[src/hdl/delta_pkg.sv]
package delta_pkg;

    ////////////////////////////////////////////////////////////////////////////
    // frame and window geometry
    ////////////////////////////////////////////////////////////////////////////

    localparam int NUM_COEFFS  = 13;     // mfcc coeffs per frame
    localparam int WINDOW_LEN  = 5;      // frames in the regression window
    localparam int FILL_FRAMES = 3;      // frames before the first window

    // divide by ten done as multiply then shift
    localparam int TENTH_RECIP = 6554;   // round(2^16 / 10)
    localparam int TENTH_SHIFT = 16;

    ////////////////////////////////////////////////////////////////////////////
    // datapath widths
    ////////////////////////////////////////////////////////////////////////////

    typedef logic signed [15:0] coeff_t;   // input coefficient
    typedef logic signed [16:0] diff_t;    // one guard bit for a - b
    typedef logic signed [18:0] num_t;     // near + 2 * far
    typedef logic signed [33:0] prod_t;    // num * TENTH_RECIP
    typedef logic signed [17:0] delta_t;   // prod >>> TENTH_SHIFT

    typedef logic [3:0] coeff_idx_t;       // 0 .. NUM_COEFFS-1

    // history fsm
    typedef enum logic [2:0] {
        FILL_FIRST,
        FILL_SECOND,
        FILL_THIRD,
        PAD_OLDEST,
        WINDOW_READY,
        WAIT_FRAME
    } hist_state_t;

endpackage

[src/hdl/frame_collector.sv]
`timescale 1ns/1ps

module frame_collector import delta_pkg::*; (
    input  logic   clk,
    input  logic   rst,

    input  logic   in_valid,
    input  coeff_t in_coeff,
    output logic   in_ready,

    output logic   frame_valid,
    output coeff_t frame_coeffs [NUM_COEFFS],
    input  logic   frame_ready
);

    localparam coeff_idx_t LAST_IDX = coeff_idx_t'(NUM_COEFFS - 1);

    coeff_idx_t coeff_cnt;   // slot for next coeff
    logic       in_xfer;

    assign in_ready = !frame_valid;   // closed while a full frame waits
    assign in_xfer  = in_valid && in_ready;

    ////////////////////////////////////////////////////////////////////////////
    // count coefficients, flag a complete frame
    ////////////////////////////////////////////////////////////////////////////

    always_ff @(posedge clk) begin
        if (rst) begin
            coeff_cnt   <= '0;
            frame_valid <= 1'b0;
        end else begin
            if (in_xfer) begin
                if (coeff_cnt == LAST_IDX) begin
                    coeff_cnt   <= '0;
                    frame_valid <= 1'b1;   // 13th coeff in
                end else begin
                    coeff_cnt <= coeff_cnt + 1'b1;
                end
            end else if (frame_valid && frame_ready) begin
                frame_valid <= 1'b0;
            end
        end
    end

    // coeffs land directly at their index
    always_ff @(posedge clk) begin
        if (in_xfer) begin
            frame_coeffs[coeff_cnt] <= in_coeff;
        end
    end

endmodule

[src/hdl/frame_history.sv]
`timescale 1ns/1ps

module frame_history import delta_pkg::*; (
    input  logic   clk,
    input  logic   rst,

    input  logic   frame_valid,
    input  coeff_t frame_coeffs [NUM_COEFFS],
    output logic   frame_ready,

    output logic   window_valid,
    output coeff_t window_pages [WINDOW_LEN][NUM_COEFFS],
    input  logic   window_ready
);

    hist_state_t state;
    logic        frame_xfer;

    // frames only enter while no window is on offer
    always_comb begin
        case (state)
            FILL_FIRST, FILL_SECOND, FILL_THIRD, WAIT_FRAME: frame_ready = 1'b1;
            default:                                         frame_ready = 1'b0;
        endcase
    end

    assign window_valid = (state == WINDOW_READY);
    assign frame_xfer   = frame_valid && frame_ready;

    ////////////////////////////////////////////////////////////////////////////
    // history fsm
    ////////////////////////////////////////////////////////////////////////////

    always_ff @(posedge clk) begin
        if (rst) begin
            state <= FILL_FIRST;
        end else begin
            case (state)
                FILL_FIRST: begin
                    if (frame_xfer) begin
                        state <= FILL_SECOND;
                    end
                end
                FILL_SECOND: begin
                    if (frame_xfer) begin
                        state <= FILL_THIRD;
                    end
                end
                FILL_THIRD: begin
                    if (frame_xfer) begin
                        state <= PAD_OLDEST;
                    end
                end
                PAD_OLDEST: begin
                    state <= WINDOW_READY;   // pad takes one cycle
                end
                WINDOW_READY: begin
                    if (window_ready) begin
                        state <= WAIT_FRAME;
                    end
                end
                WAIT_FRAME: begin
                    if (frame_xfer) begin
                        state <= WINDOW_READY;
                    end
                end
                default: begin
                    state <= FILL_FIRST;
                end
            endcase
        end
    end

    ////////////////////////////////////////////////////////////////////////////
    // pages, 0 newest
    ////////////////////////////////////////////////////////////////////////////

    always_ff @(posedge clk) begin
        if (rst) begin
            for (int p = 0; p < WINDOW_LEN; p++) begin
                for (int k = 0; k < NUM_COEFFS; k++) begin
                    window_pages[p][k] <= '0;
                end
            end
        end else if (frame_xfer) begin
            window_pages[0] <= frame_coeffs;
            for (int p = 1; p < WINDOW_LEN; p++) begin
                window_pages[p] <= window_pages[p-1];   // age by one
            end
        end else if (state == PAD_OLDEST) begin
            // first frame fills the slots no real frame reached yet
            for (int p = FILL_FRAMES; p < WINDOW_LEN; p++) begin
                window_pages[p] <= window_pages[FILL_FRAMES-1];
            end
        end
    end

endmodule

[src/hdl/coeff_sequencer.sv]
`timescale 1ns/1ps

module coeff_sequencer import delta_pkg::*; (
    input  logic   clk,
    input  logic   rst,

    input  logic   window_valid,
    input  coeff_t window_pages [WINDOW_LEN][NUM_COEFFS],
    output logic   window_ready,

    output logic   col_valid,
    output coeff_t col_p0,
    output coeff_t col_p1,
    output coeff_t col_p2,
    output coeff_t col_p3,
    output coeff_t col_p4,
    input  logic   col_ready
);

    localparam coeff_idx_t LAST_IDX = coeff_idx_t'(NUM_COEFFS - 1);

    coeff_t     win_buf [WINDOW_LEN][NUM_COEFFS];   // private copy of the window
    coeff_idx_t col_idx;
    logic       win_xfer;
    logic       col_xfer;

    assign window_ready = !col_valid;   // idle between windows
    assign win_xfer     = window_valid && window_ready;
    assign col_xfer     = col_valid && col_ready;

    // current column always sits at index 0
    assign col_p0 = win_buf[0][0];
    assign col_p1 = win_buf[1][0];
    assign col_p2 = win_buf[2][0];
    assign col_p3 = win_buf[3][0];
    assign col_p4 = win_buf[4][0];

    always_ff @(posedge clk) begin
        if (rst) begin
            col_valid <= 1'b0;
            col_idx   <= '0;
        end else if (win_xfer) begin
            col_valid <= 1'b1;
            col_idx   <= '0;
        end else if (col_xfer) begin
            if (col_idx == LAST_IDX) begin
                col_valid <= 1'b0;   // window done
                col_idx   <= '0;
            end else begin
                col_idx <= col_idx + 1'b1;
            end
        end
    end

    ////////////////////////////////////////////////////////////////////////////
    // window buffer, load then shift toward index 0
    ////////////////////////////////////////////////////////////////////////////

    always_ff @(posedge clk) begin
        if (win_xfer) begin
            for (int p = 0; p < WINDOW_LEN; p++) begin
                win_buf[p] <= window_pages[p];
            end
        end else if (col_xfer) begin
            for (int p = 0; p < WINDOW_LEN; p++) begin
                for (int k = 0; k < NUM_COEFFS - 1; k++) begin
                    win_buf[p][k] <= win_buf[p][k+1];
                end
            end
        end
    end

endmodule

[src/hdl/delta_datapath.sv]
`timescale 1ns/1ps

module delta_datapath import delta_pkg::*; (
    input  logic   clk,
    input  logic   rst,

    input  logic   col_valid,
    input  coeff_t col_p0,
    input  coeff_t col_p1,
    input  coeff_t col_p2,
    input  coeff_t col_p3,
    input  coeff_t col_p4,
    output logic   col_ready,

    output logic   out_valid,
    output delta_t out_delta,
    input  logic   out_ready
);

    logic  pipe_en;    // low freezes all three stages
    logic  s1_valid;
    logic  s2_valid;
    diff_t s1_near;    // p1 - p3
    diff_t s1_far;     // p0 - p4
    num_t  s2_num;
    prod_t s3_prod;

    assign pipe_en   = out_ready;
    assign col_ready = pipe_en;

    assign s3_prod = prod_t'(s2_num) * prod_t'(TENTH_RECIP);

    ////////////////////////////////////////////////////////////////////////////
    // valid bits
    ////////////////////////////////////////////////////////////////////////////

    always_ff @(posedge clk) begin
        if (rst) begin
            s1_valid  <= 1'b0;
            s2_valid  <= 1'b0;
            out_valid <= 1'b0;
        end else if (pipe_en) begin
            s1_valid  <= col_valid;
            s2_valid  <= s1_valid;
            out_valid <= s2_valid;
        end
    end

    ////////////////////////////////////////////////////////////////////////////
    // arithmetic stages
    ////////////////////////////////////////////////////////////////////////////

    always_ff @(posedge clk) begin
        if (pipe_en) begin
            s1_near   <= diff_t'(col_p1) - diff_t'(col_p3);
            s1_far    <= diff_t'(col_p0) - diff_t'(col_p4);
            s2_num    <= num_t'(s1_near) + (num_t'(s1_far) <<< 1);
            out_delta <= delta_t'(s3_prod >>> TENTH_SHIFT);   // num scaled by one tenth
        end
    end

endmodule

[src/hdl/delta_top.sv]
`timescale 1ns/1ps

module delta_top import delta_pkg::*; (
    input  logic   clk,
    input  logic   rst,

    input  logic   in_valid,
    input  coeff_t in_coeff,
    output logic   in_ready,

    output logic   out_valid,
    output delta_t out_delta,
    input  logic   out_ready
);

    // collector -> history
    logic   frame_valid;
    logic   frame_ready;
    coeff_t frame_coeffs [NUM_COEFFS];

    // history -> sequencer
    logic   window_valid;
    logic   window_ready;
    coeff_t window_pages [WINDOW_LEN][NUM_COEFFS];

    // sequencer -> datapath
    logic   col_valid;
    logic   col_ready;
    coeff_t col_p0;
    coeff_t col_p1;
    coeff_t col_p2;
    coeff_t col_p3;
    coeff_t col_p4;

    ////////////////////////////////////////////////////////////////////////////
    // frame assembly and history
    ////////////////////////////////////////////////////////////////////////////

    frame_collector frame_collector_inst (
        .clk          (clk),
        .rst          (rst),
        .in_valid     (in_valid),
        .in_coeff     (in_coeff),
        .in_ready     (in_ready),
        .frame_valid  (frame_valid),
        .frame_coeffs (frame_coeffs),
        .frame_ready  (frame_ready)
    );

    frame_history frame_history_inst (
        .clk          (clk),
        .rst          (rst),
        .frame_valid  (frame_valid),
        .frame_coeffs (frame_coeffs),
        .frame_ready  (frame_ready),
        .window_valid (window_valid),
        .window_pages (window_pages),
        .window_ready (window_ready)
    );

    ////////////////////////////////////////////////////////////////////////////
    // per-coefficient walk and arithmetic
    ////////////////////////////////////////////////////////////////////////////

    coeff_sequencer coeff_sequencer_inst (
        .clk          (clk),
        .rst          (rst),
        .window_valid (window_valid),
        .window_pages (window_pages),
        .window_ready (window_ready),
        .col_valid    (col_valid),
        .col_p0       (col_p0),
        .col_p1       (col_p1),
        .col_p2       (col_p2),
        .col_p3       (col_p3),
        .col_p4       (col_p4),
        .col_ready    (col_ready)
    );

    delta_datapath delta_datapath_inst (
        .clk       (clk),
        .rst       (rst),
        .col_valid (col_valid),
        .col_p0    (col_p0),
        .col_p1    (col_p1),
        .col_p2    (col_p2),
        .col_p3    (col_p3),
        .col_p4    (col_p4),
        .col_ready (col_ready),
        .out_valid (out_valid),
        .out_delta (out_delta),
        .out_ready (out_ready)
    );

endmodule

[config.mk]
export PLATFORM = sky130hd
export DESIGN_NAME = delta_top
export DESIGN_NICKNAME = d
export VERILOG_FILES = /design/src/hdl/delta_pkg.sv /design/src/hdl/frame_collector.sv /design/src/hdl/frame_history.sv /design/src/hdl/coeff_sequencer.sv /design/src/hdl/delta_datapath.sv /design/src/hdl/delta_top.sv
export SDC_FILE = /design/constraint.sdc
export NUM_CORES = 2
export LEC_CHECK = 0
export BUFFER_PORTS_ARGS = -buffer_cell sky130_fd_sc_hd__buf_2
export CORE_UTILIZATION = 55
export CTS_CLUSTER_DIAMETER = 80
export DETAILED_ROUTE_END_ITERATION = 10
export PLACE_DENSITY = 0.71
export SLEW_MARGIN = 10
export SYNTH_ARGS = -nofsm -noshare
export SYNTH_HDL_FRONTEND = slang
export SYNTH_HIERARCHICAL = 1
export SYNTH_SLANG_ARGS = --single-unit
export TNS_END_PERCENT = 30
[constraint.sdc]
create_clock -name clk -period 77.4 [get_ports clk]
set_input_delay 15.48 -clock clk [delete_from_list [all_inputs] [get_ports clk]]
set_output_delay 15.48 -clock clk [all_outputs]
set_load 0.01 [all_outputs]
# [Word-level counts from Yosys, hierarchy flattened]
# Memory sizes are Yosys's and may differ from the RTL's.
# Index checks and enable logic that the tools add are counted.
[totals] regBits=1335 latch_bits=0 mem_bits_rw=1040 mem_bits_ro=0 in_bits=20 word_cells=275 memories=1
[op_classes] add_sub_neg=5 n_mul=1 div_mod_pow=0 magnitude_cmp=2 eq_ne=13 n_shift=0 mux=85 bitwise_logic=61 reduce_logical=17
[mem_list] memory="coeff_sequencer_inst.win_buf" words=5 width=208 read_ports=5 rd_ports_with_merged_regs=0 write_ports=5 line_no="coeff_sequencer.sv:22" text="coeff_t win_buf [WINDOW_LEN][NUM_COEFFS];"
[op_table] cell="16-bit two-way mux" n=61
[op_table] cell="416-bit two-way mux" n=2
[op_table] cell="208-bit bitwise mux" n=1
[op_table] cell="16-bit demux with 4-bit select" n=1
[op_table] cell="1-bit bitwise OR" n=60
[op_table] cell="16-bit by 16-bit subtractor with 17-bit output" n=2
[op_table] cell="19-bit by 13-bit multiplier with 32-bit output (second input constant)" n=1
[op_table] cell="17-bit by 18-bit adder with 19-bit output" n=1
[op_table] cell="3-bit case mux with 6 select lines" n=1
[op_table] cell="3-bit two-way mux" n=5
[op_table] cell="1-bit two-way mux" n=12
[op_table] cell="4-bit by 1-bit adder with 4-bit output (second input constant)" n=2
[op_table] cell="4-bit == test (second input constant)" n=2
[op_table] cell="4-bit two-way mux" n=2
[op_table] cell="2-bit by 1-bit inequality test with 1-bit output (second input constant)" n=4
[op_table] cell="2-bit nonzero test" n=4
[op_table] cell="3-bit by 2-bit == test with 1-bit output (second input constant)" n=2
[op_table] cell="3-bit == test (second input constant)" n=2
[op_table] cell="5-bit greater-or-equal comparator (second input constant)" n=1
[op_table] cell="1-bit logical AND" n=5
[op_table] cell="5-bit by 1-bit less-than comparator with 1-bit output (second input constant)" n=1
[op_table] cell="4-bit inverter with 5-bit output" n=1
[op_table] cell="5-bit AND reduction" n=1
[op_table] cell="2-bit inequality test (second input constant)" n=2
[op_table] cell="6 further kinds" n=8

# [Depth between registers and ports, before layout]
[logic_depth] ltp_word=6 ltp_mapped=18

# [Hierarchy]
# Netlist, hierarchy kept.
[by_module_without_submodules] mod="coeff_sequencer" instances=1 cells_each=3980 area_per_inst_um2=44056.0 seq_area_each_um2=31330.0
[by_module_without_submodules] mod="frame_history" instances=1 cells_each=4554 area_per_inst_um2=36841.6 seq_area_each_um2=20880.0
[by_module_without_submodules] mod="delta_datapath" instances=1 cells_each=846 area_per_inst_um2=8563.2 seq_area_each_um2=2162.1
[by_module_without_submodules] mod="frame_collector" instances=1 cells_each=252 area_per_inst_um2=6610.1 seq_area_each_um2=6346.1

# [Worst setup path after synthesis]
# No wires, ideal clock.
[synth_path] path_kind="input -> register" from="input port out_ready" to="memory coeff_sequencer_inst/win_buf[0][100] (netlist name) (enable)" setup_time_ns=1.477 arrival_ns=37.590 required_ns=75.923 setup_slack_ns=38.333 path_stages=5 cell_sequence="buf_4 -> nand2_1 -> buf_2 -> buf_2 -> nand2b_1"
[synth_rtl] element="from (decl)" line_no="delta_top.sv:13" text="input logic out_ready"
[synth_rtl] element="to (decl)" line_no="coeff_sequencer.sv:22"

==> reports/results.md <==
- status: complete, no violations
- power share of the clock group: 40.2%
- # DRC: 0
- internal power summed over all cells: 1.89 mW
- portion of the clock cycle consumed by the worst path in the final layout: 26.7%
- crit-path max cell delay: 960 ps
- floorplan die area: 0.160 mm^2
- vias after detailed routing: 58,298
- Pre-Repair DR Iteration Count: 6
- overall global routing resource usage: 22.0%
- Peak supply drop: 0.0000281 V
- unrepaired setup endpoints after global routing: false
- Placement Rows: 145
- Core Footprint: 0.157 mm^2
- setup bufs post-CTS: 0
- via count normalized by instance count: 5.44
- starting utilization of the core area: 55.6%
- final count of pins violating max slew: 0
- net switching power: 599 uW
- Setup crit start kind: input pin
- share of power burned in registers: 49.0%
- number of resized instances in the post-cts repair step: 0
- Final Non-Filler Cells: 10,720
- crit path capture: coeff_sequencer_inst/win_buf[3][77]$_DFFE_PP_
- Chip Width: 400 um
- power density normalized to cell area: 26.5 mW/mm^2
- kind of end point of the critical path: flop
- first-pass GRT wire length: 290,000 um
- required time of the critical path: 77,830 ps
- IO Pins: 40
- area of the multi-input gates: 0.0286 mm^2
- Clock Skews: 40.3 ps
- largest fanout on the critical path: 77
- endpoint arrival time on the critical path: 21,070 ps
- number of antenna violations at the first check in global routing: 6
- critical register-to-register path startpoint: frame_history_inst/state[2]$_SDFFE_PP0P_
- Final Hold Vio Count: 0
- number of routed nets with antenna violations: 0
- Worst path slowest cell: sky130_fd_sc_hd__buf_4
- final routed wirelength across all metal layers: 179,000 um
- number of violations reported at the end of detailed-routing iteration 0: 4,706
- combinational share of power: 10.8%
- clock sinks: 2,166
- fraction of final layout cells sized beyond drive strength 1: 5.45%
- clock slew at the register clock pins of the worst setup and hold paths: 60 ps
- placer congestion estimate: 0.822
- largest net degree at the start of global routing: 208
- final routed wire length divided by cell count: 16.7 um
- hpwl dp: 96,700 um
- root buffer cell: sky130_fd_sc_hd__clkbuf_16
- total nets after synthesis: 9,013
- H-tree Lvls: 4
- clock period minus final worst setup slack: 20,640 ps
- Filler Cells Inserted: 12,517
- HP Class: flop to flop
- total global routing overflow: 0
- launching element of the worst setup path: out_ready
- total chip power: 2.49 mW
- worst reg2reg path endpoint: coeff_sequencer_inst/win_buf[3][77]$_DFFE_PP_
- highest clock frequency the design can meet: 48.5 MHz
- clock tree from TritonCTS: yes
- area overhead of the layout relative to synthesis: 7.91%
- most used cell along the critical path: sky130_fd_sc_hd__buf_4
- measured slew at the worst slew-check pin: 1210 ps
- final setup violation count: 0
- Post-Place Worst Slack: 55,810 ps
- clock latency on the worst-skew pair: 840 ps
- nets@finish: 8,707
- R2R cell count: 8
- number of global-route vias before repair: 56,376
- maximum clock path buffer count: 3
- mapped cell area: 0.0872 mm^2
- Post-Syn Area per Cell: 9.94 um^2
- Seq. cell area: 0.0545 mm^2
- Die Y: 400 um
- number of placed cells counting well taps: 10,320
- cts bufs inserted: 207
- cells along the critical path: buf_4 -> nand2_4 -> nand2b_4 -> buf_4 -> buf_4 -> buf_4 -> buf_4
- proportion of total power due to net switching: 24.1%
- critical path class: input pin to flop
- Post-Syn Instances: 8,777
- quantity of hold-fixing buffers added after cts: 0
- Max-Slew Margin vs Limit: 19.6%
- leakage dissipation: 33.9 nW
- total negative setup slack: 0 ps
- PortBufs: 39
- internal reg-to-reg setup slack: 70,900 ps
- worst path setup slack after routing: 56,770 ps
- number of max-cap violations: 0
- warning count from the yosys run: 6
-- metal layers --
metal	wire length (um)	part of all wire [%]	global-route usage, %
met1	78100	44	28.8
met3	9030	5.0	3.23
met4	4840	2.7	7.73
met5	0	0	0
met2	87400	49	37.3
-- flip-flops by register name, summed over array words and instances, names as in the netlist --
name	count
delta_datapath_inst/s1_far	17
coeff_sequencer_inst/col_valid	1
frame_collector_inst/frame_coeffs	208
frame_collector_inst/coeff_cnt	4
delta_datapath_inst/s1_near	17
coeff_sequencer_inst/win_buf	832
frame_history_inst/state	3
frame_collector_inst/frame_valid	1
coeff_sequencer_inst/col_idx	4
delta_datapath_inst/s2_num	19
delta_datapath_inst/s2_valid	1
frame_history_inst/window_pages	1040
delta_datapath_inst/out_valid	1
delta_datapath_inst/s1_valid	1
delta_datapath_inst/out_delta	17
-- metrics by stage --
step | hold WS (ps) | utilization [%] | cell area, um^2
floorplan | 400 | - | 87200
global placement | 407 | 55.6 | 87200
detailed placement | 413 | 55.6 | 87200
CTS | 422 | 60.0 | 94100
global route | 433 | 60.0 | 94100
finish | 422 | 60.0 | 94100
-- worst max-delay path, delay by kind of cell --
family	cells	cell delay, ps
buffers and inverters	5	4150
AND/OR/NAND/NOR	2	1210
-- how the worst min path moves through the flow --
stage,start,to,slack [ps],depth (start not counted)
6_report,delta_datapath_inst/s1_near[0]$_DFFE_PP_,delta_datapath_inst/s2_num[0]$_DFFE_PP_,420,0
3_3_place_gp,delta_datapath_inst/s1_near[0]$_DFFE_PP_,delta_datapath_inst/s2_num[0]$_DFFE_PP_,410,0
4_1_cts,frame_history_inst/window_pages[598]$_SDFFE_PP0P_,frame_history_inst/window_pages[390]$_SDFFE_PP0P_,420,2
3_5_place_dp,delta_datapath_inst/s1_near[0]$_DFFE_PP_,delta_datapath_inst/s2_num[0]$_DFFE_PP_,410,0
2_1_floorplan,delta_datapath_inst/s1_near[0]$_DFFE_PP_,delta_datapath_inst/s2_num[0]$_DFFE_PP_,400,0
5_1_grt,delta_datapath_inst/s1_near[0]$_DFFE_PP_,delta_datapath_inst/s2_num[0]$_DFFE_PP_,430,0
-- layout make-up --
type	instances	area share [%]
Clock buffer	307	6.34
Antenna cell	5	0.0133
Clock inverter	88	0.979
Tap cell	2058	2.74
Inverter	207	0.825
Multi-Input combinational cell	5780	30.4
Timing Repair Buffer	109	0.872
Sequential cell	2166	57.9
-- power by group through the flow --
stage	Sequential (mW)	Clock [mW]	Combinational (mW)
after floorplan	1.25	0	0.204
after global placement	1.25	0	0.261
after detailed placement	1.25	0	0.269
after CTS	1.22	1.02	0.271
after global routing	1.22	1.07	0.303
final	1.22	1.00	0.268
-- layout by cell type (no fill, tap or decap), types with 17 or more instances in the layout --
master                      instances
sky130_fd_sc_hd__nand2_1         3675
sky130_fd_sc_hd__edfxtp_1        1110
sky130_fd_sc_hd__dfxtp_1         1056
sky130_fd_sc_hd__a21oi_1          876
sky130_fd_sc_hd__nor2_1           258
sky130_fd_sc_hd__clkbuf_16        210
sky130_fd_sc_hd__a311oi_1         209
sky130_fd_sc_hd__inv_1            205
sky130_fd_sc_hd__a22o_1           177
sky130_fd_sc_hd__ha_1             136
sky130_fd_sc_hd__fa_1              80
sky130_fd_sc_hd__and2_1            72
sky130_fd_sc_hd__buf_4             64
sky130_fd_sc_hd__clkbuf_1          62
sky130_fd_sc_hd__clkinv_2          44
sky130_fd_sc_hd__xnor2_1           40
sky130_fd_sc_hd__buf_2             37
sky130_fd_sc_hd__clkbuf_8          35
sky130_fd_sc_hd__o21ai_0           27
sky130_fd_sc_hd__xor2_1            20
sky130_fd_sc_hd__o21a_1            18
sky130_fd_sc_hd__a21o_1            17
Note: power is estimated with default switching activity, not from simulation.
